===== config.mk =====
export PLATFORM = sky130hd
export DESIGN_NAME = spm_config_seq
export DESIGN_NICKNAME = d
export VERILOG_FILES = /design/src/spm_pkg.sv /design/src/spm_config_seq.sv
export SDC_FILE = /design/constraint.sdc
export NUM_CORES = 1
export LEC_CHECK = 0
export ABC_AREA = 1
export BUFFER_PORTS_ARGS = -buffer_cell sky130_fd_sc_hd__buf_2
export CAP_MARGIN = 15
export CORE_MARGIN = 3
export CORE_UTILIZATION = 53
export CTS_CLUSTER_DIAMETER = 30
export DETAILED_ROUTE_END_ITERATION = 10
export GPL_TIMING_DRIVEN = 0
export PLACE_DENSITY = 0.8
export SKIP_LAST_GASP = 1
export SLEW_MARGIN = 15
export SYNTH_ARGS = -nofsm -noshare
export SYNTH_HDL_FRONTEND = slang
export SYNTH_SLANG_ARGS = --single-unit

===== constraint.sdc =====
create_clock -name clk -period 3 [get_ports clk]
set_input_delay 0.6 -clock clk [delete_from_list [all_inputs] [get_ports clk]]
set_output_delay 0.6 -clock clk [all_outputs]
set_load 0.005 [all_outputs]

===== src/spm_pkg.sv =====
package spm_pkg;

	// group address, data and lane widths
	localparam int unsigned SPM_A_W = 10;
	localparam int unsigned SPM_D_W = 32;
	localparam int unsigned SPM_LANE_W = 2;

	localparam int unsigned SPM_NUM_BG = 4;
	localparam int unsigned SPM_NUM_BANKS = 4;
	localparam int unsigned SPM_BANK_DEPTH = 256;
	localparam int unsigned SPM_BANK_IDX_W = $clog2(SPM_NUM_BANKS);
	localparam int unsigned SPM_ROW_W = $clog2(SPM_BANK_DEPTH);

	// config buffer, the count needs one bit more than the pointer
	localparam int unsigned SPM_CFG_DEPTH = 8;
	localparam int unsigned SPM_CFG_PTR_W = $clog2(SPM_CFG_DEPTH);
	localparam int unsigned SPM_CFG_CNT_W = SPM_CFG_PTR_W + 1;

	typedef enum logic {
		PAT_INTERLEAVE = 1'b0,
		PAT_BLOCKED    = 1'b1
	} spm_pattern_e;

	// same layout on the external bus and on each switch input
	typedef struct packed {
		logic               wen;
		logic               ren;
		logic [SPM_A_W-1:0] addr;
		logic [SPM_D_W-1:0] data;
	} spm_req_t;

	typedef struct packed {
		logic                  en;
		logic                  sel;
		spm_pattern_e          pattern;
		logic [SPM_LANE_W-1:0] lane;
	} spm_bg_cfg_t;

	// group 0 sits in the lowest element
	typedef spm_bg_cfg_t [SPM_NUM_BG-1:0] spm_cfg_word_t;

	typedef struct packed {
		logic                  valid;
		logic [SPM_LANE_W-1:0] lane;
		logic [SPM_D_W-1:0]    data;
	} spm_rsp_t;

	// bank index of a group address
	function automatic logic [SPM_BANK_IDX_W-1:0] spm_bank_of(
		input logic [SPM_A_W-1:0] addr,
		input spm_pattern_e       pattern
	);
		logic [SPM_BANK_IDX_W-1:0] idx;
		if (pattern == PAT_BLOCKED) begin
			idx = addr[SPM_A_W-1 -: SPM_BANK_IDX_W];
		end else begin
			idx = addr[SPM_BANK_IDX_W-1:0];
		end
		return idx;
	endfunction

	// row inside the bank, the bits left over after the bank index
	function automatic logic [SPM_ROW_W-1:0] spm_row_of(
		input logic [SPM_A_W-1:0] addr,
		input spm_pattern_e       pattern
	);
		logic [SPM_ROW_W-1:0] row;
		if (pattern == PAT_BLOCKED) begin
			row = addr[SPM_ROW_W-1:0];
		end else begin
			row = addr[SPM_A_W-1 -: SPM_ROW_W];
		end
		return row;
	endfunction

endpackage

===== src/spm_config_seq.sv =====
`timescale 1ns/1ps

module spm_config_seq (
	input  logic                   clk,
	input  logic                   rst,
	input  logic                   init_i,
	input  logic                   run_i,
	input  spm_pkg::spm_cfg_word_t cfg_word_i,
	output spm_pkg::spm_cfg_word_t cfg_o
);
	import spm_pkg::*;

	spm_cfg_word_t            cfg_buf [SPM_CFG_DEPTH];
	logic [SPM_CFG_CNT_W-1:0] init_cnt;
	logic [SPM_CFG_PTR_W-1:0] run_ptr;
	logic [SPM_CFG_CNT_W-1:0] run_inc;
	logic                     buf_full;
	logic                     do_init;
	logic                     do_run;

	// init_cnt doubles as the init pointer and the number of loaded words
	assign buf_full = (init_cnt == SPM_CFG_CNT_W'(SPM_CFG_DEPTH));
	assign do_init = init_i & ~buf_full;
	assign do_run = run_i & ~init_i & (init_cnt != '0);
	assign run_inc = SPM_CFG_CNT_W'(run_ptr) + 1'b1;

	always_ff @(posedge clk) begin
		if (do_init) begin
			cfg_buf[init_cnt[SPM_CFG_PTR_W-1:0]] <= cfg_word_i;
		end
	end

	always_ff @(posedge clk) begin
		if (rst) begin
			init_cnt <= '0;
			run_ptr <= '0;
			cfg_o <= '0;
		end else if (do_init) begin
			init_cnt <= init_cnt + 1'b1;
		end else if (do_run) begin
			cfg_o <= cfg_buf[run_ptr];
			// wrap after the last loaded word
			if (run_inc == init_cnt) begin
				run_ptr <= '0;
			end else begin
				run_ptr <= run_inc[SPM_CFG_PTR_W-1:0];
			end
		end
	end

	a_run_ptr_in_range : assert property (
		@(posedge clk) disable iff (rst)
		(init_cnt != '0) |-> (SPM_CFG_CNT_W'(run_ptr) < init_cnt)
	);

endmodule


Word-level counts from Yosys, hierarchy flattened
Memory sizes are Yosys's and may differ from the RTL's. A register that Yosys moved wholly into a read port is not among the register bits.
Index checks and enable logic that the tools add are counted.
{"block": "totals", "reg_bits": 7, "mem_bits_rw": 160, "output_inout_bits": 20, "n_memories": 1}
{"name": "cfg_buf", "depth": 8, "word_bits": 20, "rd": 1, "rd_ports_with_merged_regs": 1, "wr": 1, "line_no": "spm_config_seq.sv:13", "source": "spm_cfg_word_t cfg_buf [SPM_CFG_DEPTH];"}
{"block": "classes", "n_eq_ne": 2, "bitwise": 6, "reduce_logical": 2, "muxes": 3, "addsub": 2}
{"op": "3-bit by 1-bit adder with 4-bit output, second input constant", "count": 1}
{"op": "4-bit by 1-bit adder with 4-bit output, second input constant", "count": 1}
{"op": "4-bit equality test", "count": 1}
{"op": "4-bit equality test, second input constant", "count": 1}
{"op": "4-bit nonzero test", "count": 1}
{"op": "1-bit AND", "count": 3}
{"op": "3-bit two-way mux", "count": 1}
{"op": "1-bit inverter", "count": 3}
{"op": "1-bit two-way mux", "count": 2}
{"op": "2-bit AND reduction", "count": 1}

Longest topological paths before layout
{"block": "depth", "ltp_word": 5, "mapped_depth": 10, "mapped_depth_nobuf": 10}

Least setup slack after synthesis
No wires, ideal clock.
{"block": "synth_path", "kind": "register -> register", "start": "register init_cnt[0]", "end": "memory cfg_buf[0][0] (netlist bit), enable pin", "arrival_time_ns": 1.879, "slack_ns": 0.725, "n_path_buf": 0, "setup_time_ns": 0.397, "required_time_ns": 2.603, "path_stages_with_launch": 8, "path_cell_list": "dfxtp_1 inv_1 ha_1 nand3_1 nand2_2 inv_2 nand2_1 nor2_1"}
{"block": "synth_via", "elab_chain_cells": 5}
{"item": "from (decl)", "line_no": "spm_config_seq.sv:14", "source": "logic [SPM_CFG_CNT_W-1:0] init_cnt;"}
{"item": "from (signal assigned)", "line_no": "spm_config_seq.sv:39", "source": "init_cnt <= init_cnt + 1'b1;"}
{"item": "4-bit equality test", "line_no": "spm_config_seq.sv:22", "source": "assign buf_full = (init_cnt == SPM_CFG_CNT_W'(SPM_CFG_DEPTH));"}
{"item": "1-bit inverter", "line_no": "spm_config_seq.sv:23", "source": "assign do_init = init_i & ~buf_full;"}
{"item": "1-bit AND", "line_no": "spm_config_seq.sv:23"}
{"item": "1-bit two-way mux", "line_no": "spm_config_seq.sv:28", "source": "if (do_init) begin"}
{"item": "1-bit two-way mux (implied by the code)", "line_no": "spm_config_seq.sv:29", "source": "cfg_buf[init_cnt[SPM_CFG_PTR_W-1:0]] <= cfg_word_i;"}
{"item": "to (decl)", "line_no": "spm_config_seq.sv:13"}
Parallel ways exist; a longest one is shown, timed or not.

Worst setup path in the final report
{"block": "layout_path", "start": "register init_cnt[1]", "end": "memory cfg_buf[6][14] (netlist bit), enable pin"}
The elaborated chain is that of the path after synthesis.

==> summary.txt <==
Setup path
  – Path type of the worst setup path: register to register
  – Setup crit start kind: register
  – CP Max Fanout: 20
  – Crit-path slowest cell: nor2_4
  – Cell family with most CP delay: simple AND/OR/NAND/NOR gates
  – Worst path buffer plus inverter count: 2
  – Crit-path cells: inv_1 > ha_1 > nand3_1 > nand2_2 > inv_2 > nand2_1 > nor2_4
  – Crit path required time: 3.07 ns
  – WP data arrival: 2.44 ns
  – Slowest cell delay on critical path: 0.70 ns
  – Worst setup EP type: register

Routing
  – TritonRoute pass-1 iters: 6
  – Via count: 5820
  – Detail Route Antenna Nets: 0
  – Initial DRC count: 910
  – Post-route DRC: 0
  – WL final: about 19000 um
  – WL per Instance: 18.48 um
  – Vias per cell: about 5.6

Yosys
  – Syn Inst Count: 780
  – Synth Net Count: 807
  – Cell with the most instances after synthesis: nand2_1
  – Mapped Area: between 7000 and 8000 um2
  – Syn Area/Cell: 10.15 um2
  – Yosys top cell area share: 0.6066
  – Asr flop ratio synth: 0
  – Synth unique cells: 21
  – Ys Warns: 0
  – Register bit count reported by yosys: 187
  – Ys flop type: edfxtp_1
  – Seq/Total Area, Yosys: 0.6749
  – Ranking of synthesized cells by area: edfxtp_1, nand2_1, nand3_1
  – Area leader, netlist: edfxtp_1
  – EDFF count, synth: 160
  – Synth top cells by count: nand2_1, edfxtp_1, inv_1

Layout
  – Final Util: 0.6197
  – Diodes inserted: 0
  – Layout cell share with drive strength beyond 1: 0.1439
  – Final #Nets: 869
  – Fillers: 1056
  – Area Overhead vs Synth: 14.15%

Job
  – Max-Cap Viols: 0

Die
  – Starting Density: 0.5429
  – Die W: about 130 um
  – Full die area: 16450 um2
  – FP Rows: 44
  – Core ar.: 14590 um2
  – Height of the die: 128.2 um
  – Boundary pin count: 44

Clock network
  – Num CTS Buffers: 17
  – Postcts setup bufs: 0
  – CTS Hold Bufs: 0
  – Clk sinks: 187
  – Clk Latency, worst-skew pair: 0.44 ns
  – Clock H-tree levels: 4
  – TritonCTS clock tree: built
  – CTS clk-pin slew, worst paths: about 0.07 ns
  – Root Buffer: clkbuf_16
  – Cts repair resizes: 0
  – Clk buf depth: 2

Power
  – Comb pwr share: 0.085
  – Clk pwr share: 0.405
  – Int Power: 4.362 mW
  – Lkg Pwr: 3.864 nW
  – Switching Power: approximately 1.3 mW
  – Sw frac: 0.2355
  – Power per cell area: 631.1 nW/um2
  – Flop pwr share: 0.511
  – Max VDD drop: approximately 570 uV

Global routing
  – Overall routing resource usage: 0.2363
  – Total grt overflow: 0
  – Vias in the first global route: approximately 5500
  – First-pass GRT wire length: 28700 um
  – Initial antenna violation count: 0
  – Largest net degree at the start of global routing: 22

Timing
  – Slew @ Worst Pin: ~0.8 ns
  – Final period util: 0.7924
  – Slew margin rel.: 0.4550
  – Fmax: 420.7 MHz
  – Setup TNS: 0 ns
  – Final setup viols: 0
  – Clock skew: between 0.008 and 0.009 ns
  – Max-slew violations: 0
  – Min cycle time layout: approximately 2.4 ns
  – Final Hold Vio Count: 0
  – Unrepaired setup endpoints after global routing: no

Min path
  – Worst Hold Class: input port to register

Run status
  – Outcome: finished, final reports clean

Place
  – GPL Wtd Cong: 0.8380
  – DP Wirelength: about 11000 um
  – # port buffers: 43
cell families (layout without fill, tap and decap cells):
group | after synthesis | after routing | synth area share
compound gates | 31 | 31 | 0.01975
fa+ha+maj | 3 | 3 | 0.004740
buf+inv | 171 | 246 | 0.09321
flops | 187 | 187 | 0.6749
simple gates | 388 | 388 | 0.2074
area by class of cell:
cell class / count / area, um2 / area share
flip-flops and latches: 187 / 5345 / 0.5912
multi-input cells: 422 / 1897 / 0.2098
inverters: 133 / 500.5 / 0.05536
clock buffers: 20 / 478.0 / 0.05286
plain buffers: 38 / 237.7 / 0.02629
well taps: 184 / 230.2 / 0.02546
repair buffers: 43 / 215.2 / 0.02380
clock inverters: 12 / 137.6 / 0.01522
cell usage in the layout, fill, tap and decap left out:
master,count
nand2_1,247
edfxtp_1,160
inv_1,129
nand3_1,125
buf_2,65
dfxtp_1,27
a21oi_1,25
clkbuf_16,18
nor2_4,8
buf_6,8
clkbuf_1,6
clkinv_4,5
o21ai_0,4
inv_2,3
clkinv_2,3
nor2_1,3
ha_1,3
nand2_2,2
buf_4,2
clkinvlp_4,2
bufinv_16,2
clkbuf_8,2
nand3_2,1
nand3b_4,1
a31oi_1,1
nand4_1,1
o21ai_1,1
inv_6,1
path summary, 6_finish.rpt:
check	cells past startpoint	end	slack, ns	start
hold reg to reg	2	cfg_o[8]$_SDFFE_PP0P_	0.46	cfg_o[8]$_SDFFE_PP0P_
setup / recovery	7	cfg_buf[6][14]$_DFFE_PP_	0.62	init_cnt[1]$_SDFFE_PP0P_
setup reg to reg	7	cfg_buf[6][14]$_DFFE_PP_	0.62	init_cnt[1]$_SDFFE_PP0P_
hold / removal	1	cfg_buf[2][16]$_DFFE_PP_	0.42	cfg_word_i[16]
state kept, by name, indices dropped and copies added, names as in the netlist:
signal,cells
cfg_o,20
cfg_buf,160
run_ptr,3
init_cnt,4
layer usage:
metal	vias to the layer above	GRT usage	part of all wire
met5	-	0	0
met4	0	0.1273	0.045
met3	87	0.05500	0.11
met2	384	0.3687	0.47
met1	2707	0.3076	0.38
li1	2642	-	-
power by group through the flow:
stage / clock network [mW] / registers, mW / logic (mW)
2_1_floorplan: 0 / 2.97 / 0.282
3_3_place_gp: 0 / 2.97 / 0.439
3_5_place_dp: 0 / 2.97 / 0.464
4_1_cts: 2.29 / 2.92 / 0.471
5_1_grt: 2.37 / 2.92 / 0.525
6_report: 2.31 / 2.92 / 0.483
per-stage QoR:
step                      std cells  hold WS [ns]  setup WS, ns  total power, mW  cell area [um2]
final                          1039        0.4224        0.6228            5.706             9041
after global routing           1039        0.4283        0.5136            5.814             9041
after CTS                      1039        0.4188        0.6413            5.674             9041
after detailed placement       1007        0.4536        0.6666            3.435             8426
after global placement         1007        0.4503       -0.1890            3.410             8366
after floorplan                 780        0.4548        0.7245            3.251             7920
Note: power is estimated with default switching activity, not from simulation.
